===== src/common/llc_params.svh =====
// LLC configuration parameters
`ifndef LLC_PARAMS_SVH
`define LLC_PARAMS_SVH

// Cache geometry
`define LLC_SET_ASSO      4
`define LLC_INDEX_LEN     3
`define LLC_NUM_LINES     (1 << `LLC_INDEX_LEN)
`define LLC_NUM_BLOCKS    4
`define LLC_BLOCK_BITS    64

// Address split below the line index
`define LLC_BYTE_OFFSET   3
`define LLC_BLOCK_OFFSET  2

// Bus and register widths
`define LLC_ADDR_W        32
`define LLC_REG_W         32
`define LLC_VERSION       32'h0001_0200

// Register word addresses
`define LLC_REG_CFG_SPM    4'd0
`define LLC_REG_CFG_FLUSH  4'd1
`define LLC_REG_COMMIT     4'd2
`define LLC_REG_FLUSHED    4'd3
`define LLC_REG_BIST_OUT   4'd4
`define LLC_REG_SET_ASSO   4'd5
`define LLC_REG_NUM_LINES  4'd6
`define LLC_REG_NUM_BLOCKS 4'd7
`define LLC_REG_VERSION    4'd8

`endif


===== src/common/llc_pkg.sv =====
// LLC configuration types
`include "llc_params.svh"

package llc_pkg;

  // One bit per cache way
  typedef logic [`LLC_SET_ASSO-1:0] way_mask_t;

  // Cache line index within a way
  typedef logic [`LLC_INDEX_LEN-1:0] line_idx_t;

  // Byte address on the slave port
  typedef logic [`LLC_ADDR_W-1:0] llc_addr_t;

  // Software register data
  typedef logic [`LLC_REG_W-1:0] reg_data_t;

  // Register word address
  typedef logic [3:0] reg_addr_t;

  // Flush controller states
  typedef enum logic [2:0] {
    // Waiting for the tag BIST result
    PreInit,
    // Normal operation, software may reconfigure
    Idle,
    // Slave port isolation requested
    WaitAx,
    // Draining the AW and AR descriptor units
    WaitUnits,
    // Pick the ways to flush and arm the counters
    InitFlush,
    SendFlush,
    WaitFlush,
    // Next way or done
    EndFlush
  } flush_state_e;

endpackage


===== src/common/llc_reg_hw_if.sv =====
// Register file to flush FSM link
interface llc_reg_hw_if;
  import llc_pkg::*;

  // Register contents seen by the hardware
  way_mask_t cfg_spm;
  way_mask_t cfg_flush;
  way_mask_t flushed;
  logic      commit;

  // Hardware updates from the FSM
  logic      spm_we;
  way_mask_t spm_val;
  logic      flushed_we;
  way_mask_t flushed_val;
  logic      flush_clr;
  logic      commit_clr;
  // Software SPM and flush writes blocked
  logic      sw_lock;

  modport regs (
    output cfg_spm, cfg_flush, flushed, commit,
    input  spm_we, spm_val, flushed_we, flushed_val, flush_clr, commit_clr, sw_lock
  );

  modport fsm (
    input  cfg_spm, cfg_flush, flushed, commit,
    output spm_we, spm_val, flushed_we, flushed_val, flush_clr, commit_clr, sw_lock
  );

endinterface


===== src/common/llc_flush_cnt_if.sv =====
// Flush FSM to line counter link
interface llc_flush_cnt_if;
  import llc_pkg::*;

  // Counter control from the FSM
  logic      load;
  logic      clear;
  logic      send_en;
  logic      recv_en;

  // Counter status
  line_idx_t line_idx;
  logic      last_sent;
  logic      all_recv;

  modport cnt (
    input  load, clear, send_en, recv_en,
    output line_idx, last_sent, all_recv
  );

  modport fsm (
    output load, clear, send_en, recv_en,
    input  line_idx, last_sent, all_recv
  );

endinterface


===== src/regs/llc_reg_file.sv =====
// LLC software register block
`include "llc_params.svh"

module llc_reg_file (
  input  logic                clk_i,
  input  logic                rst_i,
  // Software register port
  input  logic                reg_req_i,
  input  logic                reg_we_i,
  input  llc_pkg::reg_addr_t  reg_addr_i,
  input  llc_pkg::reg_data_t  reg_wdata_i,
  output llc_pkg::reg_data_t  reg_rdata_o,
  // Tag macro self-test
  input  llc_pkg::way_mask_t  bist_res_i,
  input  logic                bist_valid_i,
  // Hardware side
  llc_reg_hw_if.regs          hw,
  output llc_pkg::way_mask_t  spm_lock_o,
  output llc_pkg::way_mask_t  flushed_o
);
  import llc_pkg::*;

  way_mask_t cfg_spm_q;
  way_mask_t cfg_flush_q;
  way_mask_t flushed_q;
  way_mask_t bist_q;
  logic      commit_q;
  reg_data_t rdata_d;
  reg_data_t rdata_q;

  // Decoded software writes
  logic      sw_we;
  logic      sw_spm_wr;
  logic      sw_flush_wr;
  logic      sw_commit_wr;

  ////////////////////////////////////////////////////////////
  // Write arbitration
  ////////////////////////////////////////////////////////////

  assign sw_we        = reg_req_i && reg_we_i;
  // SPM and flush masks frozen while a flush is underway
  assign sw_spm_wr    = sw_we && (reg_addr_i == `LLC_REG_CFG_SPM) && !hw.sw_lock;
  assign sw_flush_wr  = sw_we && (reg_addr_i == `LLC_REG_CFG_FLUSH) && !hw.sw_lock;
  assign sw_commit_wr = sw_we && (reg_addr_i == `LLC_REG_COMMIT);

  always_ff @(posedge clk_i) begin
    if (rst_i) begin
      cfg_spm_q   <= '0;
      cfg_flush_q <= '0;
      flushed_q   <= '0;
      bist_q      <= '0;
      commit_q    <= 1'b0;
    end else begin
      // Hardware update wins over software in the same cycle
      if (hw.spm_we) begin
        cfg_spm_q <= hw.spm_val;
      end else if (sw_spm_wr) begin
        cfg_spm_q <= reg_wdata_i[`LLC_SET_ASSO-1:0];
      end
      if (hw.flush_clr) begin
        cfg_flush_q <= '0;
      end else if (sw_flush_wr) begin
        cfg_flush_q <= reg_wdata_i[`LLC_SET_ASSO-1:0];
      end
      if (hw.commit_clr) begin
        commit_q <= 1'b0;
      end else if (sw_commit_wr) begin
        commit_q <= reg_wdata_i[0];
      end
      // Flushed status is hardware owned
      if (hw.flushed_we) begin
        flushed_q <= hw.flushed_val;
      end
      if (bist_valid_i) begin
        bist_q <= bist_res_i;
      end
    end
  end

  ////////////////////////////////////////////////////////////
  // Read path
  ////////////////////////////////////////////////////////////

  always_comb begin
    case (reg_addr_i)
      `LLC_REG_CFG_SPM:    rdata_d = reg_data_t'(cfg_spm_q);
      `LLC_REG_CFG_FLUSH:  rdata_d = reg_data_t'(cfg_flush_q);
      `LLC_REG_COMMIT:     rdata_d = reg_data_t'(commit_q);
      `LLC_REG_FLUSHED:    rdata_d = reg_data_t'(flushed_q);
      `LLC_REG_BIST_OUT:   rdata_d = reg_data_t'(bist_q);
      // Geometry constants
      `LLC_REG_SET_ASSO:   rdata_d = reg_data_t'(`LLC_SET_ASSO);
      `LLC_REG_NUM_LINES:  rdata_d = reg_data_t'(`LLC_NUM_LINES);
      `LLC_REG_NUM_BLOCKS: rdata_d = reg_data_t'(`LLC_NUM_BLOCKS);
      `LLC_REG_VERSION:    rdata_d = reg_data_t'(`LLC_VERSION);
      // Unmapped
      default:             rdata_d = '0;
    endcase
  end

  // Read data one cycle after the request
  always_ff @(posedge clk_i) begin
    if (reg_req_i && !reg_we_i) begin
      rdata_q <= rdata_d;
    end
  end

  assign reg_rdata_o = rdata_q;

  // Register contents to the hardware
  assign hw.cfg_spm   = cfg_spm_q;
  assign hw.cfg_flush = cfg_flush_q;
  assign hw.flushed   = flushed_q;
  assign hw.commit    = commit_q;
  assign spm_lock_o   = cfg_spm_q;
  assign flushed_o    = flushed_q;

  // FSM only clears the flush mask while software is locked out
  a_flush_clr_no_sw_wr : assert property (
    @(posedge clk_i) disable iff (rst_i) !(hw.flush_clr && sw_flush_wr)
  ) else $error("flush_clr coincides with an accepted cfg_flush write");

endmodule


===== src/flush/llc_flush_counters.sv =====
// Flush line counters
module llc_flush_counters (
  input  logic             clk_i,
  input  logic             rst_i,
  llc_flush_cnt_if.cnt     cnt
);
  import llc_pkg::*;

  // Index of the descriptor on offer
  line_idx_t sent_q;
  // Completions still expected, minus one
  line_idx_t outst_q;

  always_ff @(posedge clk_i) begin
    if (rst_i) begin
      sent_q  <= '0;
      outst_q <= '0;
    end else if (cnt.clear) begin
      sent_q  <= '0;
      outst_q <= '0;
    end else if (cnt.load) begin
      // Start of a way
      sent_q  <= '0;
      outst_q <= '1;
    end else begin
      if (cnt.send_en) begin
        sent_q <= sent_q + line_idx_t'(1);
      end
      if (cnt.recv_en) begin
        outst_q <= outst_q - line_idx_t'(1);
      end
    end
  end

  assign cnt.line_idx  = sent_q;
  assign cnt.last_sent = (sent_q == '1);
  assign cnt.all_recv  = (outst_q == '0);

  // FSM never counts a completion past the last line of a way
  a_no_recv_underflow : assert property (
    @(posedge clk_i) disable iff (rst_i) !(cnt.recv_en && cnt.all_recv && !cnt.load)
  ) else $error("completion counted with no flush outstanding");

endmodule


===== src/flush/llc_flush_fsm.sv =====
// LLC flush sequencer
`include "llc_params.svh"

module llc_flush_fsm (
  input  logic                clk_i,
  input  logic                rst_i,
  // Slave port isolation and descriptor unit status
  input  logic                llc_isolated_i,
  input  logic                aw_unit_busy_i,
  input  logic                ar_unit_busy_i,
  // Flush descriptor handshake
  input  logic                desc_ready_i,
  input  logic                flush_desc_recv_i,
  // Tag macro self-test
  input  llc_pkg::way_mask_t  bist_res_i,
  input  logic                bist_valid_i,
  llc_reg_hw_if.fsm           hw,
  output logic                llc_isolate_o,
  output logic                desc_valid_o,
  output llc_pkg::llc_addr_t  desc_addr_o,
  output logic [7:0]          desc_len_o,
  output logic [2:0]          desc_size_o,
  output llc_pkg::way_mask_t  desc_way_o
);
  import llc_pkg::*;

  flush_state_e state_q;
  flush_state_e state_d;
  // Ways still to be flushed
  way_mask_t    target_q;
  way_mask_t    target_d;
  // Lowest pending way, one-hot
  way_mask_t    way_sel;

  llc_flush_cnt_if cnt_if ();

  llc_flush_counters i_counters (
    .clk_i (clk_i),
    .rst_i (rst_i),
    .cnt   (cnt_if.cnt)
  );

  always_ff @(posedge clk_i) begin
    if (rst_i) begin
      state_q  <= PreInit;
      target_q <= '0;
    end else begin
      state_q  <= state_d;
      target_q <= target_d;
    end
  end

  // Isolate lowest set bit
  assign way_sel = target_q & (~target_q + way_mask_t'(1));

  ////////////////////////////////////////////////////////////
  // Next state and register updates
  ////////////////////////////////////////////////////////////

  always_comb begin
    state_d        = state_q;
    target_d       = target_q;
    hw.spm_we      = 1'b0;
    hw.spm_val     = bist_res_i;
    hw.flushed_we  = 1'b0;
    hw.flushed_val = hw.flushed;
    hw.flush_clr   = 1'b0;
    hw.commit_clr  = 1'b0;
    cnt_if.load    = 1'b0;
    cnt_if.clear   = 1'b0;
    cnt_if.send_en = 1'b0;
    cnt_if.recv_en = 1'b0;

    case (state_q)
      PreInit: begin
        // Faulty tag macros start out as SPM so the cache never allocates there
        if (bist_valid_i) begin
          hw.spm_we      = 1'b1;
          hw.flushed_we  = 1'b1;
          hw.flushed_val = bist_res_i;
          state_d        = Idle;
        end
      end
      Idle: begin
        if (hw.commit) begin
          hw.commit_clr = 1'b1;
          state_d       = WaitAx;
        end
      end
      WaitAx: begin
        if (llc_isolated_i) begin
          state_d = WaitUnits;
        end
      end
      WaitUnits: begin
        if (!aw_unit_busy_i && !ar_unit_busy_i) begin
          state_d = InitFlush;
        end
      end
      InitFlush: begin
        if (|hw.cfg_flush) begin
          // Explicit flush request
          target_d = hw.cfg_flush & ~hw.flushed;
        end else begin
          // SPM change, ways leaving SPM lose their flushed mark
          target_d       = hw.cfg_spm & ~hw.flushed;
          hw.flushed_we  = 1'b1;
          hw.flushed_val = hw.cfg_spm & hw.flushed;
        end
        if (target_d == '0) begin
          hw.flush_clr = 1'b1;
          state_d      = Idle;
        end else begin
          cnt_if.load = 1'b1;
          state_d     = SendFlush;
        end
      end
      SendFlush: begin
        if (desc_ready_i) begin
          if (cnt_if.last_sent) begin
            // Final completion may land on the last acceptance
            state_d = (flush_desc_recv_i && cnt_if.all_recv) ? EndFlush : WaitFlush;
          end else begin
            cnt_if.send_en = 1'b1;
          end
        end
        cnt_if.recv_en = flush_desc_recv_i && !cnt_if.all_recv;
      end
      WaitFlush: begin
        if (flush_desc_recv_i) begin
          if (cnt_if.all_recv) begin
            state_d = EndFlush;
          end else begin
            cnt_if.recv_en = 1'b1;
          end
        end
      end
      EndFlush: begin
        cnt_if.clear  = 1'b1;
        hw.flushed_we = 1'b1;
        if (target_q == way_sel) begin
          // Last way done, cache reopens with SPM ways marked flushed
          hw.flushed_val = hw.cfg_spm;
          hw.flush_clr   = 1'b1;
          target_d       = '0;
          state_d        = Idle;
        end else begin
          hw.flushed_val = hw.flushed | way_sel;
          state_d        = InitFlush;
        end
      end
      default: state_d = PreInit;
    endcase
  end

  // Port isolated outside normal operation
  assign hw.sw_lock    = (state_q != Idle);
  assign llc_isolate_o = (state_q != Idle);

  ////////////////////////////////////////////////////////////
  // Flush descriptor
  ////////////////////////////////////////////////////////////

  assign desc_valid_o = (state_q == SendFlush);
  // Line start address within the way
  assign desc_addr_o  = llc_addr_t'(cnt_if.line_idx) << (`LLC_BYTE_OFFSET + `LLC_BLOCK_OFFSET);
  // Whole line as one burst
  assign desc_len_o   = 8'(`LLC_NUM_BLOCKS - 1);
  assign desc_size_o  = 3'($clog2(`LLC_BLOCK_BITS / 8));
  assign desc_way_o   = way_sel;

  a_way_onehot : assert property (
    @(posedge clk_i) disable iff (rst_i) desc_valid_o |-> $onehot(desc_way_o)
  ) else $error("flush descriptor way is not one-hot");

  a_desc_stable : assert property (
    @(posedge clk_i) disable iff (rst_i)
    (desc_valid_o && !desc_ready_i) |=>
      (desc_valid_o && $stable(desc_addr_o) && $stable(desc_way_o))
  ) else $error("flush descriptor changed under back-pressure");

endmodule


===== src/verilog/llc_bypass_decode.sv =====
// LLC AW/AR bypass select
module llc_bypass_decode (
  input  llc_pkg::llc_addr_t aw_addr_i,
  input  llc_pkg::llc_addr_t ar_addr_i,
  // Region bounds, end exclusive
  input  llc_pkg::llc_addr_t cached_start_i,
  input  llc_pkg::llc_addr_t cached_end_i,
  input  llc_pkg::llc_addr_t spm_start_i,
  input  llc_pkg::llc_addr_t spm_end_i,
  input  llc_pkg::way_mask_t flushed_i,
  output logic               aw_bypass_o,
  output logic               ar_bypass_o
);
  import llc_pkg::*;

  // Cached region bypasses once every way is flushed
  logic all_flushed;

  assign all_flushed = &flushed_i;

  // 1 selects the bypass, 0 the cache
  function automatic logic bypass_sel(input llc_addr_t addr);
    logic in_spm;
    logic in_cached;
    in_spm    = (addr >= spm_start_i) && (addr < spm_end_i);
    in_cached = (addr >= cached_start_i) && (addr < cached_end_i);
    if (in_spm) begin
      return 1'b0;
    end else if (in_cached) begin
      return all_flushed;
    end
    // Unmapped goes straight to memory
    return 1'b1;
  endfunction

  // Re-evaluated on region bounds and flushed status as well
  always_comb begin
    aw_bypass_o = bypass_sel(aw_addr_i);
    ar_bypass_o = bypass_sel(ar_addr_i);
  end

endmodule


===== src/verilog/llc_cfg_top.sv =====
// LLC configuration and flush controller
module llc_cfg_top (
  input  logic                clk_i,
  input  logic                rst_i,
  // Software register port
  input  logic                reg_req_i,
  input  logic                reg_we_i,
  input  llc_pkg::reg_addr_t  reg_addr_i,
  input  llc_pkg::reg_data_t  reg_wdata_i,
  output llc_pkg::reg_data_t  reg_rdata_o,
  // Tag macro self-test
  input  llc_pkg::way_mask_t  bist_res_i,
  input  logic                bist_valid_i,
  // Cache side status
  input  logic                llc_isolated_i,
  input  logic                aw_unit_busy_i,
  input  logic                ar_unit_busy_i,
  input  logic                desc_ready_i,
  input  logic                flush_desc_recv_i,
  // Slave port addresses and regions
  input  llc_pkg::llc_addr_t  aw_addr_i,
  input  llc_pkg::llc_addr_t  ar_addr_i,
  input  llc_pkg::llc_addr_t  cached_start_i,
  input  llc_pkg::llc_addr_t  cached_end_i,
  input  llc_pkg::llc_addr_t  spm_start_i,
  input  llc_pkg::llc_addr_t  spm_end_i,
  // Way status to the cache
  output llc_pkg::way_mask_t  spm_lock_o,
  output llc_pkg::way_mask_t  flushed_o,
  output logic                llc_isolate_o,
  // Flush descriptor
  output logic                desc_valid_o,
  output llc_pkg::llc_addr_t  desc_addr_o,
  output logic [7:0]          desc_len_o,
  output logic [2:0]          desc_size_o,
  output llc_pkg::way_mask_t  desc_way_o,
  // Bypass selects
  output logic                aw_bypass_o,
  output logic                ar_bypass_o
);

  llc_reg_hw_if hw_if ();

  llc_reg_file i_reg_file (
    .clk_i        (clk_i),
    .rst_i        (rst_i),
    .reg_req_i    (reg_req_i),
    .reg_we_i     (reg_we_i),
    .reg_addr_i   (reg_addr_i),
    .reg_wdata_i  (reg_wdata_i),
    .reg_rdata_o  (reg_rdata_o),
    .bist_res_i   (bist_res_i),
    .bist_valid_i (bist_valid_i),
    .hw           (hw_if.regs),
    .spm_lock_o   (spm_lock_o),
    .flushed_o    (flushed_o)
  );

  llc_flush_fsm i_flush_fsm (
    .clk_i             (clk_i),
    .rst_i             (rst_i),
    .llc_isolated_i    (llc_isolated_i),
    .aw_unit_busy_i    (aw_unit_busy_i),
    .ar_unit_busy_i    (ar_unit_busy_i),
    .desc_ready_i      (desc_ready_i),
    .flush_desc_recv_i (flush_desc_recv_i),
    .bist_res_i        (bist_res_i),
    .bist_valid_i      (bist_valid_i),
    .hw                (hw_if.fsm),
    .llc_isolate_o     (llc_isolate_o),
    .desc_valid_o      (desc_valid_o),
    .desc_addr_o       (desc_addr_o),
    .desc_len_o        (desc_len_o),
    .desc_size_o       (desc_size_o),
    .desc_way_o        (desc_way_o)
  );

  // Bypass follows the registered flushed status
  llc_bypass_decode i_bypass_decode (
    .aw_addr_i      (aw_addr_i),
    .ar_addr_i      (ar_addr_i),
    .cached_start_i (cached_start_i),
    .cached_end_i   (cached_end_i),
    .spm_start_i    (spm_start_i),
    .spm_end_i      (spm_end_i),
    .flushed_i      (flushed_o),
    .aw_bypass_o    (aw_bypass_o),
    .ar_bypass_o    (ar_bypass_o)
  );

endmodule


===== config.mk =====
export PLATFORM = sky130hd
export DESIGN_NAME = llc_cfg_top
export DESIGN_NICKNAME = d
export VERILOG_FILES = /design/src/common/llc_pkg.sv /design/src/common/llc_reg_hw_if.sv /design/src/common/llc_flush_cnt_if.sv /design/src/regs/llc_reg_file.sv /design/src/flush/llc_flush_counters.sv /design/src/flush/llc_flush_fsm.sv /design/src/verilog/llc_bypass_decode.sv /design/src/verilog/llc_cfg_top.sv
export VERILOG_INCLUDE_DIRS = /design/src /design/src/common
export SDC_FILE = /design/constraint.sdc
export NUM_CORES = 1
export LEC_CHECK = 0
export BUFFER_PORTS_ARGS = -buffer_cell sky130_fd_sc_hd__buf_2
export CAP_MARGIN = 20
export CORE_AREA = 4 4 96 189
export DETAILED_ROUTE_END_ITERATION = 12
export DIE_AREA = 0 0 100 193
export MAX_ROUTING_LAYER = met4
export PLACE_DENSITY = 0.91
export SETUP_SLACK_MARGIN = 0.2
export SLEW_MARGIN = 20
export SYNTH_ARGS = -nofsm -noshare
export SYNTH_HDL_FRONTEND = slang
export SYNTH_SLANG_ARGS = --single-unit

===== constraint.sdc =====
create_clock -name clk_i -period 2 [get_ports clk_i]
set_input_delay 0.1 -clock clk_i [delete_from_list [all_inputs] [get_ports clk_i]]
set_output_delay 0.1 -clock clk_i [all_outputs]
set_load 0.05 [all_outputs]

==> impl_metrics.toml <==
[status]
status = "finished with violations"
violations = "negative setup slack"

[route]
post_drt_wl_per_cell_um = 20.7
dr.pass1.iters = 5
drcViolationCount = 0
wirelength_mm = 34.8
drt_iter0_markers = 515
vias_per_cell = 5.94
drt.antenna.violating_nets = 0
route.vias.total = 10000

[floorplanning]
fp-row-count = 67
die_area_um2 = 19300
fp.dieW_um = 100
die_y_um = 193
pin_count = 333
start_util_pct = 49.2
core_um2 = 16700

[pwr]
power_leakage_nw = 6.54
finalPower_w = 0.00576
power_density_nw_per_um2 = 470
peakVddDrop_uv = 435

[layout]
n_antenna_cell = 0
fin_cells = 1685
layout-drive-gt1-share_pct = 40.7
area_delta_synth_final_pct = 49.2
nets = 1975

[synthesis]
synth_edf_count = 5
syn_inst = 1044
muxShareOfSynthArea_pct = 2.65
synthArstFlopShare_pct = 0
synth_top_family_by_area = "adder cells"
ys_warn_count = 0
ys_seq_elements = 35
synth_xor_area_share_pct = 0.533
synth_flop_cell = "dfxtp_1"
synthAdderAreaFrac_pct = 39.1
synth.avg_cell_area_um2 = 7.86
syn_area_um2 = 8210
synth_compound_area_share_pct = 19.8
synth_cell_types = 65
synth-simple-area-share_pct = 15.7
ys_seq_area_share_pct = 9.14

[clock_network]
cts_buffer_depth = 2
clkLatencyLatePin_ns = 0.29
ctsHtreeMaxLevel = 2
root_buffer = "clkbuf_16"
clock-sinks = 35
cts_tree = "yes"
hold_buffers = 0
cts-buffers-inserted = 5
clkTransAtPathRegs_ns = 0.06

[timing]
rsz0062_at_grt = "true"
setup_ws_ns = -0.255
hold_viol = 0
tightest_slew_ns = 0.739
finClkSkew_ns = 0.00949
finalMaxSlewViolations = 0
setup_violations = 2
relSlewSlack_pct = 50.2
timing.final.crit_share_pct = 113
fin_crit_ns = 2.26
fmax_mhz = 443

[global_routing]
grt_pass1_wl_mm = 49.2
antenna_found_initial = 0
grtUsageTotal_pct = 33.3
gr-total-overflow = 0
grt_max_degree = 23
grt_pass1_vias = 10300

[setup_path]
worst_setup_path_end_kind = "output pin"
path_cells = "buf_4 > buf_6 > ha_4 > a21o_1 > a211o_1 > a211oi_2 > nor3_2 > o311a_1 > o21ai_2 > a2bb2oi_4 > buf_6"
arrival_ns = 2.16
reg2reg_depth = 7
crit_slowest_cell = "o311a_1"
rrSetupSlack_ns = 0.03
crit_type = "in -> out"
crit_path_frequent_cell = "buf_6"
cpPeakStageDelay_ns = 0.41
startpoint_type = "input port"
cp_data_required_time_ns = 1.90
cp_max_fo = 3

[placement]
gp_congestion = 1.02
dp_hpwl_mm = 26.4
portBuffers = 238
placed_cells = 1649

[min_path]
hold_depth = 3
hold_path_class = "in -> reg"

[flow_run]
drv_cap = 0
-- what timing repair did --
item | CTS | global route
resized for setup | 136 | 85
setup endpoints to repair | 10 | 22
pin swaps | 57 | 53
setup buffers | 20 | 8
-- per-stage QoR --
stage          hold slack, ns  instance area, um2  util (%)  setup slack [ns]  TNS [ns]
5_1_grt                 0.165               12200      73.4            -0.303    -0.677
3_5_place_dp            0.377               10800      64.9            -0.719     -1.25
2_1_floorplan           0.244                8600         -            0.0828         0
4_1_cts                0.0888               11800      70.9            -0.197    -0.321
6_report                0.135               12200      73.4            -0.255    -0.503
3_3_place_gp            0.372               10800      64.9            -0.644     -1.15
-- where the power goes --
| part | internal, W | switching (W) |
|---|---|---|
| Sequential | 0.000813 | 0.000104 |
| Clock | 0.000589 | 0.000293 |
| Combinational | 0.00165 | 0.00231 |
| Total | 0.00305 | 0.00271 |
-- worst max-delay path: cells and delay by family --
| kind | cells | cell delay (ns) |
|---|---|---|
| and+or+nand+nor | 1 | 0.08 |
| adders and majority gates | 1 | 0.15 |
| buffers and inverters | 3 | 0.41 |
| AOI/OAI and AO/OA | 6 | 1.42 |
-- sequential cells by signal (all words and copies together) (netlist names) --
| name | cells |
|---|---|
| i_flush_fsm.i_counters.cnt.line_idx | 3 |
| i_reg_file.reg_rdata_o | 5 |
| i_reg_file.flushed_o | 4 |
| i_flush_fsm.state_q | 3 |
| i_reg_file.hw.cfg_spm | 4 |
| i_reg_file.hw.cfg_flush | 4 |
| i_reg_file.bist_q | 4 |
| i_reg_file.hw.commit | 1 |
| i_flush_fsm.target_q | 4 |
| i_flush_fsm.i_counters.outst_q | 3 |
-- cell families after synthesis --
| family | Yosys count |
|---|---|
| AO/OA/AOI/OAI | 257 |
| XOR/XNOR | 5 |
| adder cells (fa/ha/maj) | 257 |
| buffers and inverters | 213 |
| flip-flops | 35 |
| multiplexers | 20 |
| other | 2 |
| AND/OR/NAND/NOR | 255 |
-- layer usage --
| layer | vias to the layer above | global-route usage, % | share of wire, % |
|---|---|---|---|
| li1 | 4540 | - | - |
| met1 | 4502 | 27.6 | 30 |
| met2 | 636 | 63.5 | 52 |
| met3 | 324 | 4.47 | 6.4 |
| met4 | 0 | 27.3 | 11 |
| met5 | - | - | 0 |
-- final cells by class --
class / count / area (um2)
Multi-Input combinational cell: 860 / 7570
Fill cell: 1171 / 4440
Timing Repair Buffer: 439 / 2940
Sequential cell: 35 / 768
Inverter: 136 / 551
Tap cell: 207 / 259
Clock buffer: 7 / 133
Clock inverter: 1 / 30.0
-- cell usage after synthesis, drive strengths merged (19+ instances only) --
cell    count  area, um2
ha        256       3200
nor2       68        255
nand4      26        163
buf        72        531
nand3      19        100
nor3       19        100
o21ai      57        285
nand2      62        233
dfxtp      30        601
inv       136        510
a21o       29        218
a211oi     24        180
a21oi      86        434
-- worst paths after layout --
path                                        endpoint                               startpoint
min          i_reg_file.hw.cfg_flush[3]$_SDFFE_PP0P_                           reg_wdata_i[3]
max reg2reg  i_reg_file.hw.cfg_flush[2]$_SDFFE_PP0P_  i_reg_file.hw.cfg_flush[3]$_SDFFE_PP0P_
max                                      ar_bypass_o                             ar_addr_i[8]
min reg2reg     i_flush_fsm.target_q[3]$_SDFFE_PP0P_     i_flush_fsm.target_q[3]$_SDFFE_PP0P_
-- layout by cell type (no fill, tap or decap), types with 6 or more instances in the layout --
cell	count
a21oi_1	76
buf_4	195
o21ai_1	13
nand4_1	26
o21a_1	6
dfxtp_1	18
conb_1	66
nand3_1	16
a21oi_2	9
inv_1	119
buf_2	209
a211oi_1	15
ha_4	30
nor3_1	8
nand2_1	61
a211oi_2	9
buf_6	29
mux2i_1	16
o21ai_0	34
dfxtp_2	11
nor2_1	62
nor2b_1	9
inv_2	7
o21ai_2	9
inv_4	7
ha_1	224
nand2b_1	7
and4_1	7
nor3_2	10
a21o_1	29
Note: power is estimated with default switching activity, not from simulation.
